## src/liftScheduler_config.svh

```systemverilog
`ifndef LIFT_SCHEDULER_CONFIG_SVH
`define LIFT_SCHEDULER_CONFIG_SVH

// queue and building size
`define QUEUE_DEPTH 16
`define FLOOR_COUNT 4

// car timing in clocks
`define TRAVEL_CYCLES 4     // one floor step
`define DOOR_CYCLES 3       // door held open

// wishbone port widths
`define WB_ADDR_WIDTH 5
`define WB_DATA_WIDTH 8

`endif
```

## src/wbBusPkg.sv

```systemverilog
`default_nettype none

`include "liftScheduler_config.svh"

package wbBusPkg;

    typedef logic [`WB_ADDR_WIDTH-1:0] wbAddrT;
    typedef logic [`WB_DATA_WIDTH-1:0] wbDataT;

    // register map
    localparam wbAddrT REQ_ADDR    = 5'd0;     // write submits a request
    localparam wbAddrT STATUS_ADDR = 5'd0;     // read gives full and count
    localparam wbAddrT CTRL_ADDR   = 5'd1;     // run bit
    localparam wbAddrT PEEK_BASE   = 5'd16;    // 16..31 map to queue slots 0..15

    // bit positions inside the data word
    localparam int REQ_TYPE_LSB    = 4;
    localparam int REQ_ORIGIN_LSB  = 2;
    localparam int REQ_DEST_LSB    = 0;
    localparam int STATUS_FULL_BIT = 7;
    localparam int CTRL_RUN_BIT    = 0;

endpackage

`default_nettype wire

```

## src/liftPkg.sv

```systemverilog
`default_nettype none

`include "liftScheduler_config.svh"

package liftPkg;

    typedef logic [$clog2(`FLOOR_COUNT)-1:0] floorT;
    typedef logic [1:0] objTypeT;                       // higher is more urgent
    typedef logic [6:0] queueEntryT;                    // {local, type, origin, dest}
    typedef logic [$clog2(`QUEUE_DEPTH)-1:0] slotT;
    typedef logic [$clog2(`QUEUE_DEPTH):0] countT;      // 0 to QUEUE_DEPTH

    typedef enum logic [2:0] {
        idle,
        pop,
        toOrigin,
        doorOrigin,
        toDest,
        doorDest
    } dispatchStateT;

    // local flag keeps every valid entry nonzero
    function automatic queueEntryT makeEntry(objTypeT objType, floorT origin, floorT dest);
        return {origin == dest, objType, origin, dest};
    endfunction

    function automatic logic entryLocal(queueEntryT entry);
        return entry[6];
    endfunction

    function automatic objTypeT entryType(queueEntryT entry);
        return entry[5:4];
    endfunction

    function automatic floorT entryOrigin(queueEntryT entry);
        return entry[3:2];
    endfunction

    function automatic floorT entryDest(queueEntryT entry);
        return entry[1:0];
    endfunction

endpackage

`default_nettype wire

```

## src/liftScheduler.sv

```systemverilog
`default_nettype none
`timescale 1ns/1ps

`include "liftScheduler_config.svh"

module liftScheduler
    import liftPkg::*, wbBusPkg::*;
(
    input  logic       clk,
    input  logic       clear,
    input  logic       cyc,
    input  logic       stb,
    input  logic       we,
    input  wbAddrT     adr,
    input  wbDataT     datIn,
    output wbDataT     datOut,
    output logic       ack,
    output logic       err,
    output floorT      carFloor,
    output logic       doorOpen,
    output logic       served,
    output queueEntryT servedEntry
);

    logic                       reqValid;
    logic                       placeDone;
    logic                       placeReject;
    logic                       insertEn;
    logic                       popReq;
    logic                       popAck;
    logic                       run;
    queueEntryT                 reqEntry;
    queueEntryT                 insertEntry;
    queueEntryT                 headEntry;
    queueEntryT                 peekEntry;
    slotT                       insertSlot;
    slotT                       peekSlot;
    countT                      count;
    objTypeT [`QUEUE_DEPTH-1:0] slotTypes;
    logic [`QUEUE_DEPTH-1:0]    slotUsed;

    requestIntake intake (
        .clk(clk), .clear(clear), .cyc(cyc), .stb(stb), .we(we), .adr(adr), .datIn(datIn),
        .placeDone(placeDone), .placeReject(placeReject), .count(count),
        .peekEntry(peekEntry), .datOut(datOut), .ack(ack), .err(err),
        .reqValid(reqValid), .reqEntry(reqEntry), .peekSlot(peekSlot), .run(run)
    );

    insertPlanner planner (
        .clk(clk), .clear(clear), .reqValid(reqValid), .reqEntry(reqEntry),
        .slotTypes(slotTypes), .slotUsed(slotUsed), .count(count),
        .placeDone(placeDone), .placeReject(placeReject), .insertEn(insertEn),
        .insertSlot(insertSlot), .insertEntry(insertEntry)
    );

    requestQueue queue (
        .clk(clk), .clear(clear), .insertEn(insertEn), .insertSlot(insertSlot),
        .insertEntry(insertEntry), .popReq(popReq), .peekSlot(peekSlot),
        .popAck(popAck), .headEntry(headEntry), .count(count),
        .slotTypes(slotTypes), .slotUsed(slotUsed), .peekEntry(peekEntry)
    );

    carDispatcher dispatcher (
        .clk(clk), .clear(clear), .run(run), .headEntry(headEntry), .count(count),
        .popAck(popAck), .popReq(popReq), .carFloor(carFloor), .doorOpen(doorOpen),
        .served(served), .servedEntry(servedEntry)
    );

endmodule

`default_nettype wire

```

## src/carDispatcher.sv

```systemverilog
`default_nettype none
`timescale 1ns/1ps

`include "liftScheduler_config.svh"

module carDispatcher
    import liftPkg::*;
(
    input  logic       clk,
    input  logic       clear,
    input  logic       run,
    input  queueEntryT headEntry,
    input  countT      count,
    input  logic       popAck,
    output logic       popReq,
    output floorT      carFloor,
    output logic       doorOpen,
    output logic       served,
    output queueEntryT servedEntry
);

    localparam int TimerMax = (`TRAVEL_CYCLES > `DOOR_CYCLES) ? `TRAVEL_CYCLES : `DOOR_CYCLES;
    localparam int TimerWidth = $clog2(TimerMax + 1);

    dispatchStateT         state;
    queueEntryT            curEntry;
    logic [TimerWidth-1:0] timer;
    floorT                 target;
    logic                  atTarget;
    logic                  stepDone;
    logic                  doorDone;

    assign target = (state == toDest) ? entryDest(curEntry) : entryOrigin(curEntry);
    assign atTarget = (carFloor == target);
    assign stepDone = (timer == TimerWidth'(`TRAVEL_CYCLES - 1));
    assign doorDone = (timer == TimerWidth'(`DOOR_CYCLES - 1));

    assign popReq = (state == pop);     // held until the queue acks
    assign doorOpen = (state == doorOrigin) || (state == doorDest);
    assign servedEntry = curEntry;

    always_ff @(posedge clk or posedge clear) begin
        if (clear) begin
            state <= idle;
            carFloor <= '0;
            timer <= '0;
            served <= 1'b0;
        end else begin
            served <= 1'b0;
            case (state)
                idle: begin
                    if (run && (count != '0)) begin
                        state <= pop;
                    end
                end
                pop: begin
                    if (popAck) begin
                        state <= toOrigin;
                        timer <= '0;
                    end
                end
                toOrigin, toDest: begin
                    if (atTarget) begin
                        state <= (state == toOrigin) ? doorOrigin : doorDest;
                        timer <= '0;
                    end else if (stepDone) begin
                        // one floor per step toward the target
                        carFloor <= (target > carFloor) ? carFloor + 1'b1 : carFloor - 1'b1;
                        timer <= '0;
                    end else begin
                        timer <= timer + 1'b1;
                    end
                end
                doorOrigin: begin
                    if (doorDone) begin
                        timer <= '0;
                        if (entryLocal(curEntry)) begin
                            served <= 1'b1;     // local entry needs one opening only
                            state <= idle;
                        end else begin
                            state <= toDest;
                        end
                    end else begin
                        timer <= timer + 1'b1;
                    end
                end
                doorDest: begin
                    if (doorDone) begin
                        timer <= '0;
                        served <= 1'b1;
                        state <= idle;
                    end else begin
                        timer <= timer + 1'b1;
                    end
                end
                default: state <= idle;
            endcase
        end
    end

    always_ff @(posedge clk) begin
        if ((state == pop) && popAck) begin
            curEntry <= headEntry;  // head before the shift
        end
    end

    assert property (@(posedge clk) disable iff (clear)
        (int'(carFloor) - int'($past(carFloor))) inside {-1, 0, 1})
        else $error("car moved more than one floor in a step");

endmodule

`default_nettype wire

```

## src/requestQueue.sv

```systemverilog
`default_nettype none
`timescale 1ns/1ps

`include "liftScheduler_config.svh"

module requestQueue
    import liftPkg::*;
(
    input  logic                        clk,
    input  logic                        clear,
    input  logic                        insertEn,
    input  slotT                        insertSlot,
    input  queueEntryT                  insertEntry,
    input  logic                        popReq,
    input  slotT                        peekSlot,
    output logic                        popAck,
    output queueEntryT                  headEntry,
    output countT                       count,
    output objTypeT [`QUEUE_DEPTH-1:0]  slotTypes,
    output logic [`QUEUE_DEPTH-1:0]     slotUsed,
    output queueEntryT                  peekEntry
);

    queueEntryT slots [`QUEUE_DEPTH];
    slotT       peekSlotReg;

    // pop only goes through in a cycle without an insert
    assign popAck = popReq & ~insertEn & (count != '0);

    always_ff @(posedge clk or posedge clear) begin
        if (clear) begin
            for (int i = 0; i < `QUEUE_DEPTH; i++) begin
                slots[i] <= '0;     // zero marks an empty slot
            end
            count <= '0;
        end else if (insertEn) begin
            // the chosen slot and everything behind it move back by one
            for (int i = 1; i < `QUEUE_DEPTH; i++) begin
                if (slotT'(i) > insertSlot) begin
                    slots[i] <= slots[i-1];
                end
            end
            slots[insertSlot] <= insertEntry;
            count <= count + 1'b1;
        end else if (popAck) begin
            for (int i = 0; i < `QUEUE_DEPTH - 1; i++) begin
                slots[i] <= slots[i+1];
            end
            slots[`QUEUE_DEPTH-1] <= '0;  // tail freed
            count <= count - 1'b1;
        end
    end

    always_ff @(posedge clk) begin
        peekSlotReg <= peekSlot;
    end

    assign headEntry = slots[0];
    assign peekEntry = slots[peekSlotReg];    // one clock after the slot number

    // snapshot for the planner
    always_comb begin
        for (int i = 0; i < `QUEUE_DEPTH; i++) begin
            slotUsed[i] = (slots[i] != '0);
            slotTypes[i] = entryType(slots[i]);
        end
    end

    // filled slots form a block from slot 0 that matches the count
    assert property (@(posedge clk) disable iff (clear)
        slotUsed == ({`QUEUE_DEPTH{1'b1}} >> (`QUEUE_DEPTH - count)))
        else $error("queue occupancy has a gap");

endmodule

`default_nettype wire

```

## src/insertPlanner.sv

```systemverilog
`default_nettype none
`timescale 1ns/1ps

`include "liftScheduler_config.svh"

module insertPlanner
    import liftPkg::*;
(
    input  logic                        clk,
    input  logic                        clear,
    input  logic                        reqValid,
    input  queueEntryT                  reqEntry,
    input  objTypeT [`QUEUE_DEPTH-1:0]  slotTypes,
    input  logic [`QUEUE_DEPTH-1:0]     slotUsed,
    input  countT                       count,
    output logic                        placeDone,
    output logic                        placeReject,
    output logic                        insertEn,
    output slotT                        insertSlot,
    output queueEntryT                  insertEntry
);

    queueEntryT holdEntry;
    logic       holdValid;
    logic       full;
    logic       found;
    objTypeT    newType;
    slotT       fitSlot;

    assign full = (count == countT'(`QUEUE_DEPTH));
    assign newType = entryType(holdEntry);

    // first occupied slot with a strictly lower type
    always_comb begin
        found = 1'b0;
        fitSlot = '0;
        for (int i = `QUEUE_DEPTH - 1; i >= 0; i--) begin
            if (slotUsed[i] && (slotTypes[i] < newType)) begin
                found = 1'b1;
                fitSlot = slotT'(i);
            end
        end
    end

    // insert happens during the holding cycle so the snapshot cannot go stale
    assign insertEn = holdValid & ~full;
    assign insertSlot = found ? fitSlot : slotT'(count);   // else append at the tail
    assign insertEntry = holdEntry;

    always_ff @(posedge clk or posedge clear) begin
        if (clear) begin
            holdValid <= 1'b0;
            placeDone <= 1'b0;
            placeReject <= 1'b0;
        end else begin
            placeDone <= holdValid;             // answer one cycle after taking
            placeReject <= holdValid & full;
            holdValid <= reqValid & ~holdValid;
        end
    end

    always_ff @(posedge clk) begin
        if (reqValid && !holdValid) begin
            holdEntry <= reqEntry;
        end
    end

    assert property (@(posedge clk) disable iff (clear)
        !(insertEn && (&slotUsed)))
        else $error("insert into a full queue");

endmodule

`default_nettype wire

```

## src/requestIntake.sv

```systemverilog
`default_nettype none
`timescale 1ns/1ps

`include "liftScheduler_config.svh"

module requestIntake
    import liftPkg::*, wbBusPkg::*;
(
    input  logic       clk,
    input  logic       clear,
    input  logic       cyc,
    input  logic       stb,
    input  logic       we,
    input  wbAddrT     adr,
    input  wbDataT     datIn,
    input  logic       placeDone,
    input  logic       placeReject,
    input  countT      count,
    input  queueEntryT peekEntry,
    output wbDataT     datOut,
    output logic       ack,
    output logic       err,
    output logic       reqValid,
    output queueEntryT reqEntry,
    output slotT       peekSlot,
    output logic       run
);

    logic   access;
    logic   start;
    logic   busy;       // read or request write in flight
    logic   readPend;
    logic   ackReg;
    logic   full;
    wbAddrT readAdr;
    wbDataT readData;

    assign access = cyc & stb;
    // the cycle that sees ack or err still has the old stb
    assign start = access & ~busy & ~ack & ~err;
    assign full = (count == countT'(`QUEUE_DEPTH));
    assign peekSlot = slotT'(adr - PEEK_BASE);  // queue registers it

    // request writes end straight from the planner answer
    assign ack = ackReg | (placeDone & ~placeReject);
    assign err = placeDone & placeReject;

    always_ff @(posedge clk or posedge clear) begin
        if (clear) begin
            busy <= 1'b0;
            readPend <= 1'b0;
            ackReg <= 1'b0;
            reqValid <= 1'b0;
            run <= 1'b0;
        end else begin
            ackReg <= 1'b0;
            reqValid <= 1'b0;
            if (readPend) begin
                readPend <= 1'b0;   // peek data is ready now
                busy <= 1'b0;
                ackReg <= 1'b1;
            end else if (busy && placeDone) begin
                busy <= 1'b0;
            end else if (start) begin
                if (!we) begin
                    readPend <= 1'b1;
                    busy <= 1'b1;
                end else if (adr == REQ_ADDR) begin
                    reqValid <= 1'b1;
                    busy <= 1'b1;
                end else begin
                    ackReg <= 1'b1;     // other writes finish in one cycle
                    if (adr == CTRL_ADDR) begin
                        run <= datIn[CTRL_RUN_BIT];
                    end
                end
            end
        end
    end

    always_ff @(posedge clk) begin
        if (start) begin
            readAdr <= adr;
            reqEntry <= makeEntry(datIn[REQ_TYPE_LSB +: $bits(objTypeT)],
                                  datIn[REQ_ORIGIN_LSB +: $bits(floorT)],
                                  datIn[REQ_DEST_LSB +: $bits(floorT)]);
        end
        if (readPend) begin
            datOut <= readData;
        end
    end

    always_comb begin
        readData = '0;      // unmapped reads return zero
        if (readAdr >= PEEK_BASE) begin
            readData = wbDataT'(peekEntry);
        end else if (readAdr == STATUS_ADDR) begin
            readData[STATUS_FULL_BIT] = full;
            readData[$bits(countT)-1:0] = count;
        end else if (readAdr == CTRL_ADDR) begin
            readData[CTRL_RUN_BIT] = run;
        end
    end

    assert property (@(posedge clk) disable iff (clear) !(ack && err))
        else $error("ack and err asserted together");

    assert property (@(posedge clk) disable iff (clear) ack |-> stb)
        else $error("ack outside a strobe");

endmodule

`default_nettype wire

```

## config.mk

```make
export PLATFORM = sky130hd
export DESIGN_NAME = liftScheduler
export DESIGN_NICKNAME = d
export VERILOG_FILES = /design/src/wbBusPkg.sv /design/src/liftPkg.sv /design/src/liftScheduler.sv /design/src/carDispatcher.sv /design/src/requestQueue.sv /design/src/insertPlanner.sv /design/src/requestIntake.sv
export VERILOG_INCLUDE_DIRS = /design/src /design/src/src
export SDC_FILE = /design/constraint.sdc
export NUM_CORES = 1
export LEC_CHECK = 0
export ABC_AREA = 1
export BUFFER_PORTS_ARGS = -buffer_cell sky130_fd_sc_hd__buf_2
export CAP_MARGIN = 10
export CELL_PAD_IN_SITES_DETAIL_PLACEMENT = 1
export CELL_PAD_IN_SITES_GLOBAL_PLACEMENT = 1
export CORE_MARGIN = 1
export CORE_UTILIZATION = 50
export CTS_CLUSTER_SIZE = 28
export DETAILED_ROUTE_END_ITERATION = 10
export GPL_ROUTABILITY_DRIVEN = 0
export PLACE_DENSITY = 0.9
export SLEW_MARGIN = 15
export SYNTH_ARGS = -nofsm -noshare
export SYNTH_HDL_FRONTEND = slang
export SYNTH_SLANG_ARGS = --single-unit
```

## constraint.sdc

```tcl
create_clock -name clk -period 9.4 [get_ports clk]
set_input_delay 1.41 -clock clk [delete_from_list [all_inputs] [get_ports clk]]
set_output_delay 1.41 -clock clk [all_outputs]
set_load 0.02 [all_outputs]
```

Yosys cells after proc, flatten, opt, wreduce, memory -nomap -nowiden:

Cells that the tools add are included.

* add/subtract/negate cells: 6
* $lt $le $gt $ge: 36
* eq/ne operators: 18
* muxes and demuxes: 115
* bitwise logic cells: 26
* reduce and logical (&&, ||, !) cells: 54

Operators by type and width (count)
* $mux W7: 33
* $mux W112: 2
* $bwmux W112: 1
* $reduce_bool A7 Y1: 16
* $mux W4: 18
* $mux W1: 40
* $mux W3: 11
* $gt A4 B4 Y1 const A: 8
* $lt A2 B2 Y1: 16
* $bmux W7 S4: 1
* $demux W7 S4: 1
* $logic_and A1 B1 Y1: 21
* $gt A3 B4 Y1 const A: 4
* $ge A5 B5 Y1 const B: 3
* $mux W5: 3
* $pmux W3 S5: 1
* $eq A3 B2 Y1 const B: 4
* $not A1 Y1: 12
* $and A1 B1 Y1: 11
* $eq A5 B1 Y1 const B: 2
* $logic_not A5 Y1: 2
* $ne A2 B1 Y1 const B: 5
* $not A4 Y5: 2
* $pmux W3 S3: 1
* other kinds (29): 37

* bits in registers: 172
* logic and storage cells: 292

Depth between registers and ports, before layout:

* depth after elaboration: 26
* mapped depth: 30
* mapped depth without buffers: 28

Hierarchy:

From an unflattened synthesis, not the netlist that was laid out.

* cells, all modules: 1663
* area total of the unflattened synthesis: 11994.0 um^2

Modules (own cells, without submodules)
* requestQueue: times used 1, cells an instance 1340, area an instance 8848.5 um^2, seq. area each 3007.9 um^2
* requestIntake: times used 1, cells an instance 99, area an instance 1124.8 um^2, seq. area each 725.7 um^2
* insertPlanner: times used 1, cells an instance 124, area an instance 1072.3 um^2, seq. area each 285.3 um^2
* carDispatcher: times used 1, cells an instance 100, area an instance 948.4 um^2, seq. area each 435.4 um^2

Worst setup path before layout:

OpenSTA, ideal clock, no wires.

* kind: reg2reg
* start point: reg planner.holdEntry[5] (netlist: planner.insertEntry[5])
* end point: reg queue.slots (netlist bit queue.headEntry[0])
* setup time: 0.140 ns
* arrival time: 3.303 ns
* required time: 9.260 ns
* slack: 5.957 ns
* stages on the path, launching flop included: 24
* path buffers: 2
* path through: edfxtp_1 > clkbuf_1 > clkinv_1 > ha_1 > nand2_1 > nand2_1 > nor2_1 > a21oi_1 > inv_1 > nor2_1 > nand2_1 > inv_2 > nand2_1 > nand2_2 > inv_2 > nor2_2 > inv_2 > nor2_4 > inv_2 > nor2_2 > nand2_1 > buf_2 > nand3_1 > o221ai_1

* word-level cells in the longest chain between the ends: 26
* elaborated cells on any way between the ends: 73
* those cells by class: order compare: 18; mux: 37; bitwise: 1; reduce/logical: 17

RTL lines
* start: declaration: RTL line insertPlanner.sv:23 `queueEntryT holdEntry;`
* start signal: assignment: RTL line insertPlanner.sv:64 `holdEntry <= reqEntry;`
* $lt A2 B2 Y1: RTL line insertPlanner.sv:38 `if (slotUsed[i] && (slotTypes[i] < newType)) begin`
* $logic_and A1 B1 Y1: RTL line insertPlanner.sv:38
* $mux W4 or $mux W1 (tied branches) (16 in series): RTL line insertPlanner.sv:38
* $mux W4 (*): RTL line insertPlanner.sv:47 `assign insertSlot = found ? fitSlot : slotT'(count);`
* $not A4 Y5 (not written as such) (*): RTL line requestQueue.sv:43 `slots[insertSlot] <= insertEntry;`
* $ge A5 B5 Y1 (not written as such) or $lt A5 B1 Y1 (tied branches): RTL line requestQueue.sv:43
* $logic_and A1 B1 Y1 (not written as such): RTL line requestQueue.sv:43
* $mux W7 (not written as such): RTL line requestQueue.sv:43
* $demux W7 S4 (*): RTL line requestQueue.sv:43
* $bwmux W112 (*): RTL line requestQueue.sv:43
* $mux W112 (*): RTL line requestQueue.sv:36 `end else if (insertEn) begin`
* end signal: indexed assignment: RTL line requestQueue.sv:40 `slots[i] <= slots[i-1];`
* end signal: indexed assignment: RTL line requestQueue.sv:43
* end signal: indexed assignment: RTL line requestQueue.sv:47 `slots[i] <= slots[i+1];`
* end: declaration: RTL line requestQueue.sv:24 `` queueEntryT slots [`QUEUE_DEPTH]; ``

Mark *: on every way between the ends. The rest lies on a longest branch, timed or not.
A chain may end at the register's enable or synchronous reset.

Final worst setup path:

* start point: reg planner.holdEntry[5] (netlist: planner.insertEntry[5])
* end point: reg queue.slots[7] (netlist name)

* word-level cells in the longest chain between the ends: 26
* elaborated cells on any way between the ends: 76
* those cells by class: order compare: 19; mux: 39; bitwise: 1; reduce/logical: 17

RTL lines (RTL line)
* $lt A2 B2 Y1: insertPlanner.sv:38
* $logic_and A1 B1 Y1: insertPlanner.sv:38
* $mux W4 or $mux W1 (tied branches) (16 in series): insertPlanner.sv:38
* $mux W4 (*): insertPlanner.sv:47
* $not A4 Y5 (not written as such): requestQueue.sv:43
* $ge A5 B5 Y1 (not written as such) or $lt A5 B1 Y1 (tied branches): requestQueue.sv:43
* $logic_and A1 B1 Y1 (not written as such): requestQueue.sv:43
* $mux W7 (not written as such): requestQueue.sv:43
* $demux W7 S4: requestQueue.sv:43
* $bwmux W112 (*): requestQueue.sv:43
* $mux W112 (*): requestQueue.sv:36

Mark *: on every way between the ends. The rest lies on a longest branch, timed or not. The select of a mux whose other input is x is not followed.

==> results.json <==
{
  "clk_pin_slew_ps": 80,
  "synth_top_area_frac": 0.2964,
  "status": "complete, no violations",
  "cts_sinks": 172,
  "synth_top_family_by_area": "simple AND/OR/NAND/NOR gates",
  "via_count": 12290,
  "postRouteAntennaNets": 0,
  "synth-simple-area-share": 0.3316,
  "wirelength_um": 43960,
  "rrSetupSlack_ps": 3510,
  "clock_path_buffers": 2,
  "dp_slack_ps": 3853,
  "wl_per_cell_um": 22.96,
  "yosysTopAreaCell": "dfrtp_1",
  "cp_max_fo": 24,
  "hold_depth": 0,
  "max_freq_mhz": 169.9,
  "worstMarginPinSlew_ps": 1196,
  "core-area_mm2": 0.02203,
  "nets": 1666,
  "synthTopCellsByArea": "dfrtp_1 (30%), nand2_1 (14%), edfxtp_1 (9.0%), a21oi_1 (8.0%), nand3_1 (6.7%)",
  "syn2layout_area_growth_pct": 7.986,
  "grt_max_degree": 81,
  "via_per_inst": 6.418,
  "synth_edf_count": 34,
  "synth_common_cells": "nand2_1 (424), nor2_1 (182), a21oi_1 (181), nand3_1 (151), dfrtp_1 (134)",
  "syn_inst": 1636,
  "syn_area_mm2": 0.01131,
  "worstReg2RegStart": "planner.insertEntry[5]",
  "start_util": 0.5136,
  "grt_remaining_overflow": 0,
  "clk_latency_ps": 460,
  "synth_fa_ha_area_frac": 0.03053,
  "synth-compound-area-share": 0.1571,
  "crit_arrival_ps": 6280,
  "synth-seq-cells": 172,
  "drive_above_1_share": 0.08507,
  "finalPower_uw": 1574,
  "cts_htree_levels": 4,
  "rows": 54,
  "hold_buffers": 0,
  "die_h_um": 152.4,
  "dieWidth_um": 152.4,
  "placedCellCount": 1882,
  "grt_pass1_wl_um": 70290,
  "worstSetupStartpointType": "flip-flop",
  "hpwl_um": 28990,
  "die_area_mm2": 0.02323,
  "vdd_drop_max_v": 0.0001215,
  "hold_viol": 0,
  "r2r_end": "queue.slots[7]",
  "syn_area_per_cell_um2": 6.914,
  "tns_ps": 0,
  "rr_worst_depth": 18,
  "track_usage": 0.3903,
  "hp-start": "intake.reqEntry[0]",
  "fin_skew_ps": 13.92,
  "drc": 0,
  "antenna_found_initial": 0,
  "first_iter_violations": 1553,
  "leakagePower_uw": 0.005653,
  "seq_area_frac_synth": 0.3938,
  "finalSetupViolations": 0,
  "slew_headroom": 0.2017,
  "cts_buffers": 17,
  "ys_async_sr_fraction": 0.7791,
  "ioPinCount": 39,
  "cts-root-buf": "clkbuf_16",
  "cts_setup_buffers": 0,
  "min_path_type": "flip-flop to flip-flop",
  "finalNonFillerCells": 1915,
  "drtPass1Iterations": 8,
  "maxCapViolCount": 0,
  "finalWorstSetupSlack_ps": 3514,
  "criticalPathCategory": "flip-flop to flip-flop",
  "synth_warnings": 0,
  "finalCriticalPeriod_ps": 5886,
  "worstPathRequired_ps": 9790,
  "cts_tree": "yes",
  "period_share": 0.6262,
  "postCtsResizedCells": 0,
  "synth_flop_cell": "dfrtp_1",
  "grt_pass1_vias": 12580,
  "synth_fp_nets": 1681,
  "portBuffers": 36,
  "slew_violations": 0,
  "cp-end-kind": "flip-flop",
  "power_density_mw_per_mm2": 128.9,
  "synth_xor_area_frac": 0.005420,
  "synth.most_common_cell": "nand2_1",
  "synth.area.mux_share": 0.002765,
  "grt_setup_unrepaired": "no",
  "hold_end": "planner.insertEntry[0]",
  "synth.distinct_cells": 44
}
## layer usage
layer / routed length, um / track usage / share of wire
met2: 20100 / 0.6149 / 0.46
met5: 0 / 0 / 0
met1: 17070 / 0.4960 / 0.39
met4: 2544 / 0.2270 / 0.058
met3: 4246 / 0.08618 / 0.097
## power breakdown
group	total [uW]	internal, uW	switching (uW)
registers	761	759	2.31
clock network	753	364	389
logic	59.6	14.4	45.2
## worst max-delay path by stage
stage                           start                     end  slack, ps
6_report       planner.insertEntry[5]          queue.slots[7]       3510
5_1_grt        planner.insertEntry[5]         queue.slots[97]       3250
4_1_cts        planner.insertEntry[5]          queue.slots[7]       3760
3_5_place_dp   planner.insertEntry[5]          queue.slots[7]       3850
3_3_place_gp   planner.insertEntry[5]     queue.slotTypes[19]       4010
2_1_floorplan                   clear  dispatcher.carFloor[0]       4410
## flip-flops by register name (all words and copies together) (netlist names), 2 cells and up
register and count:
queue.peekSlotReg 4, queue.count 5, dispatcher.carFloor 2, intake.readAdr 5, queue.slotTypes 30, queue.headEntry 7, dispatcher.timer 3, queue.slots 75
planner.insertEntry 7, intake.reqEntry 7, dispatcher.state 3, intake.datOut 8, dispatcher.servedEntry 7
## layout make-up
type	count	area [um2]
inverter	139	530.5
tap	280	350.3
sequential	172	4454
fill	2874	9811
clock buffer	17	425.4
antenna	1	2.502
multi-input combinational	1241	5977
clock inverter	15	190.2
timing repair buffer	50	285.3
## per-stage QoR
| step | hold slack [ps] | util | instance area [um2] |
|---|---|---|---|
| after floorplan | 394.9 | - | 11310 |
| after global placement | 401.0 | 0.5265 | 11600 |
| after detailed placement | 417.7 | 0.5265 | 11600 |
| after CTS | 437.3 | 0.5545 | 12210 |
| after global routing | 443.2 | 0.5545 | 12210 |
| final | 431.8 | 0.5546 | 12220 |
## critical path, cell delays in order, from the launching register on
cell and delay (ps):
edfxtp_1 820, clkinv_1 1020, ha_1 670, o21ai_0 100
nand2_1 210, nand2_1 110, nor2_2 140, nand3_2 110
inv_2 80, nand2_2 220, inv_2 260, nand2_2 270
inv_1 510, nand3_2 460, nand2_1 230, nand2_2 190
inv_2 220, nand2_1 90, nand2_1 90
## cell families after synthesis
family	count (synthesis)
adder cells (fa/ha/maj)	27
AO/OA/AOI/OAI	334
buffers and inverters	223
multiplexers	3
flip-flops	172
AND/OR/NAND/NOR	870
XOR/XNOR	7
## cell usage in the layout, fill, tap and decap left out, types with 11 or more instances in the layout
| master | instances |
|---|---|
| a21oi_1 | 180 |
| edfxtp_1 | 34 |
| clkbuf_16 | 17 |
| nor3_1 | 22 |
| o21ai_1 | 11 |
| nand2_1 | 423 |
| inv_1 | 125 |
| o21ai_0 | 104 |
| nand4_1 | 39 |
| nand2_2 | 14 |
| nor2_1 | 182 |
| nor4_1 | 11 |
| buf_4 | 14 |
| ha_1 | 26 |
| buf_2 | 36 |
| dfrtp_1 | 134 |
| nand3_1 | 151 |
No activity file was read; power rests on OpenSTA's default activity.
